[config.mk]
export PLATFORM = sky130hd
export DESIGN_NAME = exmon_top
export DESIGN_NICKNAME = d
export VERILOG_FILES = /design/src/hdl/exmon_pkg.sv /design/src/hdl/exmon_request_gate.sv /design/src/hdl/exmon_reservation_table.sv /design/src/hdl/exmon_response_rewrite.sv /design/src/hdl/exmon_top.sv
export VERILOG_INCLUDE_DIRS = /design/src /design/src/hdl
export SDC_FILE = /design/constraint.sdc
export NUM_CORES = 1
export LEC_CHECK = 0
export BUFFER_PORTS_ARGS = -buffer_cell sky130_fd_sc_hd__buf_2
export CAP_MARGIN = 40
export CELL_PAD_IN_SITES_DETAIL_PLACEMENT = 1
export CELL_PAD_IN_SITES_GLOBAL_PLACEMENT = 2
export CORE_ASPECT_RATIO = 1.4
export CORE_MARGIN = 2
export CORE_UTILIZATION = 37
export CTS_BUF_LIST = sky130_fd_sc_hd__clkbuf_2 sky130_fd_sc_hd__clkbuf_4 sky130_fd_sc_hd__clkbuf_8
export DETAILED_ROUTE_END_ITERATION = 10
export GPL_TIMING_DRIVEN = 0
export PLACE_DENSITY_LB_ADDON = 0.1
export SYNTH_ARGS = -nofsm -noshare
export SYNTH_HDL_FRONTEND = slang
export SYNTH_SLANG_ARGS = --single-unit
[constraint.sdc]
create_clock -name aclk -period 6.3 [get_ports aclk]
set_clock_uncertainty 0.05 [all_clocks]
set_input_delay 0.315 -clock aclk [delete_from_list [all_inputs] [get_ports aclk]]
set_output_delay 0.315 -clock aclk [all_outputs]
set_load 0.1 [all_outputs]
[src/hdl/exmon_defs.svh]
// Exclusive monitor parameters
`ifndef EXMON_DEFS_SVH
`define EXMON_DEFS_SVH

// transaction id width.
`define EXMON_ID_W 4

// byte address width.
`define EXMON_ADDR_W 32

// data word width, a multiple of 8.
`define EXMON_DATA_W 32

// reservation entries, a power of two.
`define EXMON_NUM_ENT 4

// width of the outstanding normal transaction counters.
`define EXMON_PEND_W 4

// reset value of the victim lfsr, never zero.
`define EXMON_LFSR_SEED 8'hA5

`endif

[src/hdl/exmon_pkg.sv]
// Exclusive monitor types
`include "exmon_defs.svh"

package exmon_pkg;

	typedef logic [`EXMON_ID_W-1:0] id_t;
	typedef logic [`EXMON_ADDR_W-1:0] addr_t;
	typedef logic [2:0] size_t; // log2 of bytes per access.
	typedef logic [`EXMON_DATA_W-1:0] data_t;
	typedef logic [`EXMON_DATA_W/8-1:0] strb_t;
	typedef logic [1:0] resp_t;
	typedef logic [$clog2(`EXMON_NUM_ENT)-1:0] ent_idx_t;

	localparam resp_t resp_okay = 2'b00;
	localparam resp_t resp_exokay = 2'b01;
	localparam resp_t resp_slverr = 2'b10;
	localparam resp_t resp_decerr = 2'b11;

	// read request, also the reservation record.
	typedef struct packed {
		id_t id;
		addr_t addr;
		size_t size;
		logic excl;
	} rd_req_t;

	// write request with its single data beat.
	typedef struct packed {
		id_t id;
		addr_t addr;
		size_t size;
		logic excl;
		data_t data;
		strb_t strb;
	} wr_req_t;

	typedef struct packed {
		id_t id;
		data_t data;
		resp_t resp;
	} rd_rsp_t;

	typedef struct packed {
		id_t id;
		resp_t resp;
	} wr_rsp_t;

	typedef enum logic [1:0] {
		gate_idle,
		gate_ex_read,
		gate_ex_write
	} gate_state_t;

endpackage

[src/hdl/exmon_request_gate.sv]
// Exclusive request gate
`timescale 1ns/1ps
`include "exmon_defs.svh"

module exmon_request_gate (
	input  logic aclk,
	input  logic aresetn,
	input  exmon_pkg::rd_req_t us_rd_req,
	input  logic us_rd_valid,
	output logic us_rd_ready,
	input  exmon_pkg::wr_req_t us_wr_req,
	input  logic us_wr_valid,
	output logic us_wr_ready,
	output exmon_pkg::rd_req_t ds_rd_req,
	output logic ds_rd_valid,
	input  logic ds_rd_ready,
	output exmon_pkg::wr_req_t ds_wr_req,
	output logic ds_wr_valid,
	input  logic ds_wr_ready,
	input  logic wr_match,
	input  logic rd_rsp_done,
	input  logic wr_rsp_done,
	output logic rd_ex_issue,
	output logic wr_normal_issue,
	output logic wr_ex_issue,
	output logic ex_read_active,
	output logic ex_write_active
);
	import exmon_pkg::*;

	gate_state_t state;
	gate_state_t state_nxt;
	logic [`EXMON_PEND_W-1:0] rd_cnt;
	logic [`EXMON_PEND_W-1:0] wr_cnt;
	logic rd_hold;
	logic wr_hold;
	logic is_idle;
	logic no_pending;
	logic rd_ex_req;
	logic rd_ok;
	logic wr_ok;
	logic rd_normal_issue;
	logic rd_normal_done;
	logic wr_normal_done;

	assign is_idle = (state == gate_idle);
	assign no_pending = (rd_cnt == '0) && (wr_cnt == '0);
	assign rd_ex_req = us_rd_valid & us_rd_req.excl;

	// a request already shown downstream keeps its grant until it transfers
	assign rd_ok = is_idle & (rd_hold | (us_rd_req.excl ? (no_pending & ~wr_hold)
		: (~(&rd_cnt) & ~(wr_hold & us_wr_req.excl))));
	assign wr_ok = is_idle & (wr_hold | (us_wr_req.excl
		? (no_pending & ~rd_hold & ~us_rd_valid) // reads win.
		: (~(&wr_cnt) & ~rd_ex_req)));

	assign ds_rd_valid = us_rd_valid & rd_ok;
	assign us_rd_ready = ds_rd_ready & rd_ok;
	assign ds_wr_valid = us_wr_valid & wr_ok;
	assign us_wr_ready = ds_wr_ready & wr_ok;

	always_comb begin
		ds_rd_req = us_rd_req;
		ds_rd_req.excl = 1'b0;
		ds_wr_req = us_wr_req;
		ds_wr_req.excl = 1'b0;
		if (us_wr_req.excl && !wr_match)
			ds_wr_req.strb = '0; // failed store must not touch memory.
	end

	assign rd_ex_issue = ds_rd_valid & ds_rd_ready & us_rd_req.excl;
	assign rd_normal_issue = ds_rd_valid & ds_rd_ready & ~us_rd_req.excl;
	assign wr_ex_issue = ds_wr_valid & ds_wr_ready & us_wr_req.excl;
	assign wr_normal_issue = ds_wr_valid & ds_wr_ready & ~us_wr_req.excl;

	assign rd_normal_done = rd_rsp_done & ~ex_read_active;
	assign wr_normal_done = wr_rsp_done & ~ex_write_active;

	always_ff @(posedge aclk or negedge aresetn) begin
		if (!aresetn) begin
			rd_cnt <= '0;
			wr_cnt <= '0;
			rd_hold <= 1'b0;
			wr_hold <= 1'b0;
		end else begin
			if (rd_normal_issue && !rd_normal_done)
				rd_cnt <= rd_cnt + 1'b1;
			else if (!rd_normal_issue && rd_normal_done)
				rd_cnt <= rd_cnt - 1'b1;
			if (wr_normal_issue && !wr_normal_done)
				wr_cnt <= wr_cnt + 1'b1;
			else if (!wr_normal_issue && wr_normal_done)
				wr_cnt <= wr_cnt - 1'b1;
			rd_hold <= ds_rd_valid & ~ds_rd_ready;
			wr_hold <= ds_wr_valid & ~ds_wr_ready;
		end
	end

	always_comb begin
		state_nxt = state;
		case (state)
			gate_idle: begin
				if (rd_ex_issue)
					state_nxt = gate_ex_read;
				else if (wr_ex_issue)
					state_nxt = gate_ex_write;
			end
			gate_ex_read: begin
				if (rd_rsp_done)
					state_nxt = gate_idle;
			end
			gate_ex_write: begin
				if (wr_rsp_done)
					state_nxt = gate_idle;
			end
			default: state_nxt = gate_idle;
		endcase
	end

	always_ff @(posedge aclk or negedge aresetn) begin
		if (!aresetn)
			state <= gate_idle;
		else
			state <= state_nxt;
	end

	assign ex_read_active = (state == gate_ex_read);
	assign ex_write_active = (state == gate_ex_write);

endmodule

[src/hdl/exmon_reservation_table.sv]
// Exclusive reservation table
`timescale 1ns/1ps
`include "exmon_defs.svh"

module exmon_reservation_table (
	input  logic aclk,
	input  logic aresetn,
	input  logic rd_ex_issue,
	input  exmon_pkg::rd_req_t rd_req,
	input  logic rd_ex_okay,
	input  exmon_pkg::wr_req_t wr_req,
	input  logic wr_normal_issue,
	input  logic wr_ex_issue,
	output logic wr_match,
	output logic wr_pass
);
	import exmon_pkg::*;

	localparam int NUM_ENT = `EXMON_NUM_ENT;

	rd_req_t pend_rd; // exclusive read waiting for its response.
	rd_req_t ent [NUM_ENT];
	logic [NUM_ENT-1:0] ent_valid;
	logic [NUM_ENT-1:0] addr_hit;
	logic [NUM_ENT-1:0] full_hit;
	logic [7:0] lfsr;
	logic id_found;
	logic free_found;
	ent_idx_t id_idx;
	ent_idx_t free_idx;
	ent_idx_t set_idx;

	// compare the presented write against every live entry
	always_comb begin
		for (int i = 0; i < NUM_ENT; i++) begin
			addr_hit[i] = ent_valid[i] && (ent[i].addr == wr_req.addr);
			full_hit[i] = addr_hit[i] && (ent[i].id == wr_req.id)
				&& (ent[i].size == wr_req.size);
		end
	end

	assign wr_match = |full_hit;

	// same id first, then lowest free slot, then the lfsr victim
	always_comb begin
		id_found = 1'b0;
		id_idx = '0;
		free_found = 1'b0;
		free_idx = '0;
		for (int i = NUM_ENT - 1; i >= 0; i--) begin
			if (ent_valid[i] && (ent[i].id == pend_rd.id)) begin
				id_found = 1'b1;
				id_idx = ent_idx_t'(i);
			end
			if (!ent_valid[i]) begin
				free_found = 1'b1;
				free_idx = ent_idx_t'(i); // ends on the lowest.
			end
		end
		if (id_found)
			set_idx = id_idx;
		else if (free_found)
			set_idx = free_idx;
		else
			set_idx = ent_idx_t'(lfsr);
	end

	always_ff @(posedge aclk) begin
		if (rd_ex_issue)
			pend_rd <= rd_req;
		if (rd_ex_okay)
			ent[set_idx] <= pend_rd;
	end

	// sets only happen in the exclusive read phase, so they never meet a clear
	always_ff @(posedge aclk or negedge aresetn) begin
		if (!aresetn) begin
			ent_valid <= '0;
			lfsr <= `EXMON_LFSR_SEED;
			wr_pass <= 1'b0;
		end else begin
			if (rd_ex_okay) begin
				ent_valid[set_idx] <= 1'b1;
				lfsr <= {lfsr[6:0], lfsr[7] ^ lfsr[5] ^ lfsr[4] ^ lfsr[3]};
			end
			if (wr_normal_issue || (wr_ex_issue && wr_match))
				ent_valid <= ent_valid & ~addr_hit; // drop every entry on this address.
			if (wr_ex_issue)
				wr_pass <= wr_match;
		end
	end

endmodule

[src/hdl/exmon_response_rewrite.sv]
// Exclusive response rewrite
`timescale 1ns/1ps
`include "exmon_defs.svh"

module exmon_response_rewrite (
	input  exmon_pkg::rd_rsp_t ds_rd_rsp,
	input  logic ds_rd_valid,
	output logic ds_rd_ready,
	output exmon_pkg::rd_rsp_t us_rd_rsp,
	output logic us_rd_valid,
	input  logic us_rd_ready,
	input  exmon_pkg::wr_rsp_t ds_wr_rsp,
	input  logic ds_wr_valid,
	output logic ds_wr_ready,
	output exmon_pkg::wr_rsp_t us_wr_rsp,
	output logic us_wr_valid,
	input  logic us_wr_ready,
	input  logic ex_read_active,
	input  logic ex_write_active,
	input  logic wr_pass,
	output logic rd_rsp_done,
	output logic wr_rsp_done,
	output logic rd_ex_okay
);
	import exmon_pkg::*;

	assign us_rd_valid = ds_rd_valid;
	assign ds_rd_ready = us_rd_ready;
	assign us_wr_valid = ds_wr_valid;
	assign ds_wr_ready = us_wr_ready;

	assign rd_rsp_done = ds_rd_valid & us_rd_ready;
	assign wr_rsp_done = ds_wr_valid & us_wr_ready;

	// slave errors and decode errors go up untouched
	always_comb begin
		us_rd_rsp = ds_rd_rsp;
		if (ex_read_active && (ds_rd_rsp.resp == resp_okay))
			us_rd_rsp.resp = resp_exokay;
	end

	always_comb begin
		us_wr_rsp = ds_wr_rsp;
		if (ex_write_active && wr_pass && (ds_wr_rsp.resp == resp_okay))
			us_wr_rsp.resp = resp_exokay;
	end

	// only a clean exclusive read may leave a reservation behind
	assign rd_ex_okay = rd_rsp_done & ex_read_active & (ds_rd_rsp.resp == resp_okay);

endmodule

[src/hdl/exmon_top.sv]
// Exclusive access monitor
`timescale 1ns/1ps
`include "exmon_defs.svh"

module exmon_top (
	input  logic aclk,
	input  logic aresetn,
	input  exmon_pkg::rd_req_t us_rd_req,
	input  logic us_rd_req_valid,
	output logic us_rd_req_ready,
	output exmon_pkg::rd_req_t ds_rd_req,
	output logic ds_rd_req_valid,
	input  logic ds_rd_req_ready,
	input  exmon_pkg::wr_req_t us_wr_req,
	input  logic us_wr_req_valid,
	output logic us_wr_req_ready,
	output exmon_pkg::wr_req_t ds_wr_req,
	output logic ds_wr_req_valid,
	input  logic ds_wr_req_ready,
	input  exmon_pkg::rd_rsp_t ds_rd_rsp,
	input  logic ds_rd_rsp_valid,
	output logic ds_rd_rsp_ready,
	output exmon_pkg::rd_rsp_t us_rd_rsp,
	output logic us_rd_rsp_valid,
	input  logic us_rd_rsp_ready,
	input  exmon_pkg::wr_rsp_t ds_wr_rsp,
	input  logic ds_wr_rsp_valid,
	output logic ds_wr_rsp_ready,
	output exmon_pkg::wr_rsp_t us_wr_rsp,
	output logic us_wr_rsp_valid,
	input  logic us_wr_rsp_ready
);
	logic rd_ex_issue;
	logic wr_normal_issue;
	logic wr_ex_issue;
	logic wr_match;
	logic wr_pass;
	logic ex_read_active;
	logic ex_write_active;
	logic rd_rsp_done;
	logic wr_rsp_done;
	logic rd_ex_okay;

	exmon_request_gate request_gate_inst (
		.aclk            (aclk),
		.aresetn         (aresetn),
		.us_rd_req       (us_rd_req),
		.us_rd_valid     (us_rd_req_valid),
		.us_rd_ready     (us_rd_req_ready),
		.us_wr_req       (us_wr_req),
		.us_wr_valid     (us_wr_req_valid),
		.us_wr_ready     (us_wr_req_ready),
		.ds_rd_req       (ds_rd_req),
		.ds_rd_valid     (ds_rd_req_valid),
		.ds_rd_ready     (ds_rd_req_ready),
		.ds_wr_req       (ds_wr_req),
		.ds_wr_valid     (ds_wr_req_valid),
		.ds_wr_ready     (ds_wr_req_ready),
		.wr_match        (wr_match),
		.rd_rsp_done     (rd_rsp_done),
		.wr_rsp_done     (wr_rsp_done),
		.rd_ex_issue     (rd_ex_issue),
		.wr_normal_issue (wr_normal_issue),
		.wr_ex_issue     (wr_ex_issue),
		.ex_read_active  (ex_read_active),
		.ex_write_active (ex_write_active)
	);

	exmon_reservation_table reservation_table_inst (
		.aclk            (aclk),
		.aresetn         (aresetn),
		.rd_ex_issue     (rd_ex_issue),
		.rd_req          (ds_rd_req), // accepted read, flag stripped.
		.rd_ex_okay      (rd_ex_okay),
		.wr_req          (us_wr_req),
		.wr_normal_issue (wr_normal_issue),
		.wr_ex_issue     (wr_ex_issue),
		.wr_match        (wr_match),
		.wr_pass         (wr_pass)
	);

	exmon_response_rewrite response_rewrite_inst (
		.ds_rd_rsp       (ds_rd_rsp),
		.ds_rd_valid     (ds_rd_rsp_valid),
		.ds_rd_ready     (ds_rd_rsp_ready),
		.us_rd_rsp       (us_rd_rsp),
		.us_rd_valid     (us_rd_rsp_valid),
		.us_rd_ready     (us_rd_rsp_ready),
		.ds_wr_rsp       (ds_wr_rsp),
		.ds_wr_valid     (ds_wr_rsp_valid),
		.ds_wr_ready     (ds_wr_rsp_ready),
		.us_wr_rsp       (us_wr_rsp),
		.us_wr_valid     (us_wr_rsp_valid),
		.us_wr_ready     (us_wr_rsp_ready),
		.ex_read_active  (ex_read_active),
		.ex_write_active (ex_write_active),
		.wr_pass         (wr_pass),
		.rd_rsp_done     (rd_rsp_done),
		.wr_rsp_done     (wr_rsp_done),
		.rd_ex_okay      (rd_ex_okay)
	);

endmodule

* Word-level counts from Yosys, hierarchy flattened *
Memories as Yosys holds them, arrays and structs flattened.
Index checks and enable logic that the tools add are counted.

cells by class
  $add $sub $neg = 4
  multiply operators = 0
  div/mod/pow operators = 0
  $lt $le $gt $ge = 2
  equal/unequal tests = 21
  shifts and indexed selects = 0
  mux-type cells = 38
  bitwise logic cells = 48
  reduce and logical (&&, ||, !) cells = 45

operators with widths
  operator                                                     number
  equality test 32 bit                                         4
  equality test 4 bit                                          8
  two-way mux 2 bit                                            16
  two-way mux 4 bit                                            7
  AND 1 bit                                                    27
  logical AND 1 bit                                            27
  two-way mux 1 bit                                            13
  NOT 1 bit                                                    13
  equality test 3 bit                                          4
  adder 4 x 1 -> 4 bit (second input constant)                 2
  zero test 4 bit                                              2
  AND reduction 4 bit                                          2
  subtractor 4 x 1 -> 4 bit (second input constant)            2
  zero test 2 bit                                              3
  one-hot mux 2 bit (3 select lines)                           1
  nonzero test 2 bit                                           3
  zero test 1 bit                                              5
  AND 4 bit                                                    1
  inequality test 2 x 1 -> 1 bit (second input constant)       2
  NOT 4 bit                                                    1
  bitwise OR 4 bit                                             1
  OR reduction 4 bit                                           1
  less-than comparator 2 x 3 -> 1 bit (second input constant)  1
  inequality test 3 x 2 -> 1 bit (second input constant)       1
  8 further kinds                                              11

storage, ports and cells
  flip-flop bits (word level) = 64
  bits in latches = 0
  memory bits (writable) = 156
  ROM bits = 0
  bits of input ports = 170
  output and inout port bits = 168
  logic and storage cells = 170
  memories = 1

memory list
  memory                      words  bits a word  rd ports  clocked after Yosys merged registers in  write ports  RTL line                       RTL
  reservation_table_inst.ent  4      39           4         0                                        1            exmon_reservation_table.sv:22  rd_req_t ent [NUM_ENT];

* Longest topological paths before layout *
An unclocked memory read counts as a cell.

  depth after elaboration = 15
  gate-level depth with buffers = 15
  gate-level depth less buffers = 14

* Modules after synthesis *
Synthesis repeated with hierarchy kept, for this count alone.

second synthesis, totals
  cells, all modules = 777
  area, all modules = 10740.3 µm²

modules (own cells, without submodules)
  module                   instances  cells each  area an instance (µm²)  sequential area each (µm²)
  exmon_reservation_table  1          524         8593.2                  6185.9
  exmon_request_gate       1          200         1750.4                  300.3
  exmon_response_rewrite   1          53          396.6                   0.0

* Worst setup path after synthesis *
Ideal clock, no wire load.

  kind = register to register
  from = register reservation_table_inst.pend_rd[37] in the netlist's numbering
  to = memory reservation_table_inst.ent[1][0] in the netlist's numbering, enable pin
  setup time = 435 ps
  arrival time = 3201 ps
  required time = 5815 ps
  setup slack = 2614 ps
  cell stages (with the launch flop) = 8
  path buffers = 1
  clock period less this slack = 3686 ps
  cells stage by stage = edfxtp_1 clkbuf_1 xor2_1 nor3_1 nand3_1 a221oi_2 inv_2 nor2_1

on the way
  cells in the longest elaborated chain, start to end = 7
  elaborated cells between the ends (all ways) = 17
  classes of those cells = eq/ne: 4; mux: 9; reduce/logical: 4

ends and longest elaborated chain
  item                                                                 RTL line                       RTL
  start, declared                                                      exmon_reservation_table.sv:21  rd_req_t pend_rd;
  start signal, assigned                                               exmon_reservation_table.sv:70  pend_rd <= rd_req;
  equality test 4 bit                                                  exmon_reservation_table.sv:51  if (ent_valid[i] && (ent[i].id == pend_rd.id)) begin
  logical AND 1 bit                                                    exmon_reservation_table.sv:51
  two-way mux 2 bit or two-way mux 1 bit (tied branches) (4 in a row)  exmon_reservation_table.sv:51
  two-way mux 2 bit *                                                  exmon_reservation_table.sv:60  if (id_found)
  end, declared                                                        exmon_reservation_table.sv:22

Mark *: on every way between the ends. The rest lies on a longest branch, timed or not.

==> impl_metrics.xml <==
<?xml version="1.0" encoding="UTF-8"?>
<metrics>
  <group name="outcome">
    <metric name="status" unit="">completed</metric>
  </group>
  <group name="die">
    <metric name="io_pins" unit="">338</metric>
    <metric name="die-height" unit="µm">203.0</metric>
    <metric name="die_width" unit="µm">146.1</metric>
    <metric name="die_area" unit="µm²">29660</metric>
    <metric name="initial_utilization" unit="%">37.71</metric>
    <metric name="core_region_area" unit="µm²">27750</metric>
    <metric name="placement_rows" unit="">72</metric>
  </group>
  <group name="routing">
    <metric name="met1_length" unit="µm">9449</metric>
    <metric name="vias" unit="">6671</metric>
    <metric name="totalWireLength" unit="µm">24860</metric>
    <metric name="average_routed_wire_per_standard_cell" unit="µm">16.69</metric>
    <metric name="top_signal_layer_used" unit="">met4</metric>
    <metric name="drt_pass1_iterations" unit="">4</metric>
    <metric name="met2WireLength" unit="µm">13430</metric>
    <metric name="drcViolationCount" unit="">0</metric>
    <metric name="antenna_left" unit="">0</metric>
    <metric name="drt_first_iter_violations" unit="">208</metric>
    <metric name="vias_per_cell" unit="">4.477</metric>
    <metric name="met3_wirelength_from_detailed_routing" unit="µm">1447</metric>
  </group>
  <group name="setup_path">
    <metric name="arrival" unit="ps">3220</metric>
    <metric name="regToRegStartpoint" unit="">request_gate_inst.wr_cnt[1]$_DFFE_PN0P_</metric>
    <metric name="crit_path_end_kind" unit="">output pin</metric>
    <metric name="worst_ep_required_time" unit="ps">5930</metric>
    <metric name="startpoint_type" unit="">flip-flop</metric>
    <metric name="timing.critical_path.slowest_cell_delay" unit="ps">550</metric>
    <metric name="crit_path_cell_trace" unit="">xor2_1 -&gt; nor4_1 -&gt; nand4_1 -&gt; nor4_2 -&gt; a2111oi_4 -&gt; nand2_2 -&gt; and2_1 -&gt; buf_2</metric>
    <metric name="crit_path_start" unit="">reservation_table_inst.ent[2][19]$_DFFE_PP_</metric>
    <metric name="critical-path-top-delay-family" unit="">simple AND/OR/NAND/NOR gates</metric>
    <metric name="crit_buf_inv" unit="">1</metric>
    <metric name="critPathSlowestCell" unit="">nor4_1</metric>
    <metric name="critical_path.max_fanout" unit="">6</metric>
    <metric name="setup.worst_path.class" unit="">flip-flop to output pin</metric>
  </group>
  <group name="clock_tree">
    <metric name="cts.path.max_buffers" unit="">3</metric>
    <metric name="clkTransAtPathRegs" unit="ps">60</metric>
    <metric name="clock_tree_root" unit="">clkbuf_8</metric>
    <metric name="cts_tree" unit="">yes</metric>
    <metric name="numCtsBuffers" unit="">36</metric>
    <metric name="ctsHtreeMaxLevel" unit="">2</metric>
    <metric name="cts_num_sinks" unit="">220</metric>
    <metric name="worst_skew_pair.late_latency" unit="ps">540</metric>
  </group>
  <group name="placement">
    <metric name="gp_congestion" unit="">0.7312</metric>
    <metric name="dpl.hpwl" unit="µm">18430</metric>
    <metric name="io_buffers" unit="">256</metric>
  </group>
  <group name="timing">
    <metric name="final-setup-viol-count" unit="">0</metric>
    <metric name="finalHoldViolations" unit="">0</metric>
    <metric name="final_min_period_over_clock_period" unit="%">56.86</metric>
    <metric name="setup_repair_after_global_routing_missed_its_margin" unit="">no</metric>
    <metric name="fin_worst_hold_slack" unit="ps">83.04</metric>
    <metric name="min_period" unit="ps">3582</metric>
    <metric name="timing_max_transition_violations_final" unit="">0</metric>
    <metric name="totalNegativeSetupSlack" unit="ps">0</metric>
    <metric name="tightestPinTransition" unit="ps">837.0</metric>
    <metric name="fmaxAchievable" unit="GHz">0.2792</metric>
    <metric name="timing.slew.headroom" unit="%">44.07</metric>
  </group>
  <group name="yosys">
    <metric name="synth_edf_count" unit="">195</metric>
    <metric name="ys_seq_elements" unit="">220</metric>
    <metric name="dominant_combinational_cell_family_by_area_after_synthesis" unit="">XOR/XNOR gates</metric>
    <metric name="synthDistinctLibCells" unit="">43</metric>
    <metric name="post_synth_fa_ha_maj_area_fraction" unit="%">1.100</metric>
    <metric name="synth.avg_cell_area" unit="µm²">13.95</metric>
    <metric name="syn_area" unit="µm²">10460</metric>
    <metric name="synthesized_area_fraction_occupied_by_xor_and_xnor_cells" unit="%">15.07</metric>
    <metric name="ys_async_sr_fraction" unit="%">11.36</metric>
    <metric name="synth_cells" unit="">750</metric>
    <metric name="yosys_warn_count" unit="">0</metric>
    <metric name="ys.flop_type" unit="">edfxtp_1</metric>
    <metric name="yosys-mux-area-fraction" unit="%">0.9687</metric>
    <metric name="synth_sequential_area_ratio" unit="%">61.99</metric>
    <metric name="synth-compound-area-share" unit="%">2.272</metric>
    <metric name="synth_simple_gate_area_share" unit="%">6.458</metric>
  </group>
  <group name="finish">
    <metric name="proportion_of_layout_cells_with_a_drive_suffix_above_1" unit="%">45.27</metric>
    <metric name="final_common_cell" unit="">buf_2</metric>
    <metric name="syn_to_final_growth" unit="%">29.63</metric>
    <metric name="n_antenna_cell" unit="">0</metric>
    <metric name="area.sequential" unit="µm²">6486</metric>
    <metric name="multiInputGateArea" unit="µm²">2744</metric>
    <metric name="fillers" unit="">2961</metric>
    <metric name="num-nets-final" unit="">1271</metric>
    <metric name="layout.cells.most_common_list" unit="">buf_2 (260), edfxtp_1 (195), buf_4 (156), xor2_1 (136), xnor2_1 (44)</metric>
  </group>
  <group name="power">
    <metric name="leakagePower" unit="nW">5.534</metric>
    <metric name="p_total" unit="mW">3.885</metric>
    <metric name="worst_ir_drop_vdd" unit="µV">192.3</metric>
    <metric name="pwr_density_cell" unit="nW/µm²">286.5</metric>
  </group>
  <group name="global_route">
    <metric name="via_count_of_the_first_global_routing_pass" unit="">7132</metric>
    <metric name="antenna_violations_before_repair" unit="">0</metric>
    <metric name="grt_overflow_total" unit="">0</metric>
    <metric name="maximum_number_of_pins_on_one_net_before_global_route_repair" unit="">32</metric>
    <metric name="grt_pass1_wl" unit="µm">38340</metric>
    <metric name="groute.usage.overall" unit="%">16.53</metric>
  </group>
  <group name="flow_run">
    <metric name="maxCapViolCount" unit="">0</metric>
  </group>
  <group name="min_path">
    <metric name="timing.hold.worst.class" unit="">input pin to flip-flop</metric>
    <metric name="worstHoldStart" unit="">us_rd_rsp_ready</metric>
  </group>
</metrics>
==> stage by stage <==
step | setup slack (ps) | cells | utilization [%] | instance area (µm²)
finish | 2718 | 1490 | 48.88 | 13560
global route | 2541 | 1490 | 48.88 | 13560
CTS | 2654 | 1490 | 48.88 | 13560
detailed placement | 2800 | 1383 | 44.63 | 12380
global placement | 797.7 | 1377 | 44.01 | 12210
floorplan | 2614 | 751 | - | 10470
==> final timing paths <==
check	depth (start not counted)	to	slack, ps
max in group asynchronous	2	reservation_table_inst.lfsr[6]$_DFFE_PN0P_	5510
setup reg to reg	14	request_gate_inst.wr_cnt[3]$_DFFE_PN0P_	2890
setup / recovery	8	ds_wr_req[0]	2720
hold reg to reg	1	request_gate_inst.wr_cnt[3]$_DFFE_PN0P_	440
hold / removal	4	request_gate_inst.state[0]$_DFFE_PN0P_	80
min in group asynchronous	2	request_gate_inst.wr_cnt[1]$_DFFE_PN0P_	290
==> cell type report <==
class / instances / share of cell area, %
buffer: 169 / 9.031
clock buffer: 48 / 4.363
clock inverter: 17 / 1.236
inverter: 11 / 0.3044
multi-input combinational: 351 / 20.23
sequential: 220 / 47.82
tap: 370 / 3.413
timing repair buffer: 304 / 13.60
==> tightest hold or removal path, cell delays in order <==
cell and delay [ps]:
buf_2 100, nand2_1 60, nand2b_1 70, nand2_1 50
==> registers in the layout, indices dropped and copies added, names as in the netlist <==
signal,flops
reservation_table_inst.ent,156
reservation_table_inst.pend_rd,39
reservation_table_inst.lfsr,8
request_gate_inst.rd_cnt,4
request_gate_inst.wr_cnt,4
reservation_table_inst.ent_valid,4
request_gate_inst.state,2
request_gate_inst.rd_hold,1
request_gate_inst.wr_hold,1
reservation_table_inst.wr_pass,1
==> power by group <==
part           leakage [nW]  switching (mW)  internal, mW
clock network         0.403           0.566         0.742
registers              2.05          0.0553          1.64
logic                  3.08           0.635         0.251
total                  5.53            1.26          2.63
==> routing by layer <==
layer | track usage, % | vias up
li1 | - | 3194
met1 | 18.56 | 3203
met2 | 31.22 | 237
met3 | 3.371 | 37
met4 | 5.236 | 0
met5 | 0 | -
==> Yosys cell counts, drive strengths merged (2+ instances only) <==
library cell,n,area (µm²)
buf,160,1191
a21o,2,15.01
ha,6,75.07
inv,11,41.29
nor4,38,256.5
mux2,9,101.4
nor2,16,62.56
nand3,6,30.03
nand2,16,62.56
clkbuf,9,33.78
xor2,136,1191
o21bai,2,15.01
nand4,19,118.9
dfrtp,21,525.5
nor3,3,15.01
nand2b,5,31.28
a21oi,11,55.05
and2,8,50.05
nor2b,3,18.77
dfstp,4,105.1
fa,2,40.04
o21ai,6,30.03
xnor2,44,385.4
edfxtp,195,5856
a211oi,2,15.01
o22ai,5,31.28
==> repair_timing <==
item                                   in CTS  in global routing
hold buffers                               42                  0
endpoints found under the hold margin      62                  0
gates resized for setup                     0                  0
setup buffers                               0                  0
setup endpoints to repair                   0                  0
==> kinds of logic after synthesis <==
logic type,count (synthesis)
adders and majority gates,8
AOI/OAI and AO/OA,34
DFF,220
muxes,9
xor gates and xnor gates,180
other,1
and+or+nand+nor,118
buffers and inverters,180
Note: power is estimated with default switching activity, not from simulation.
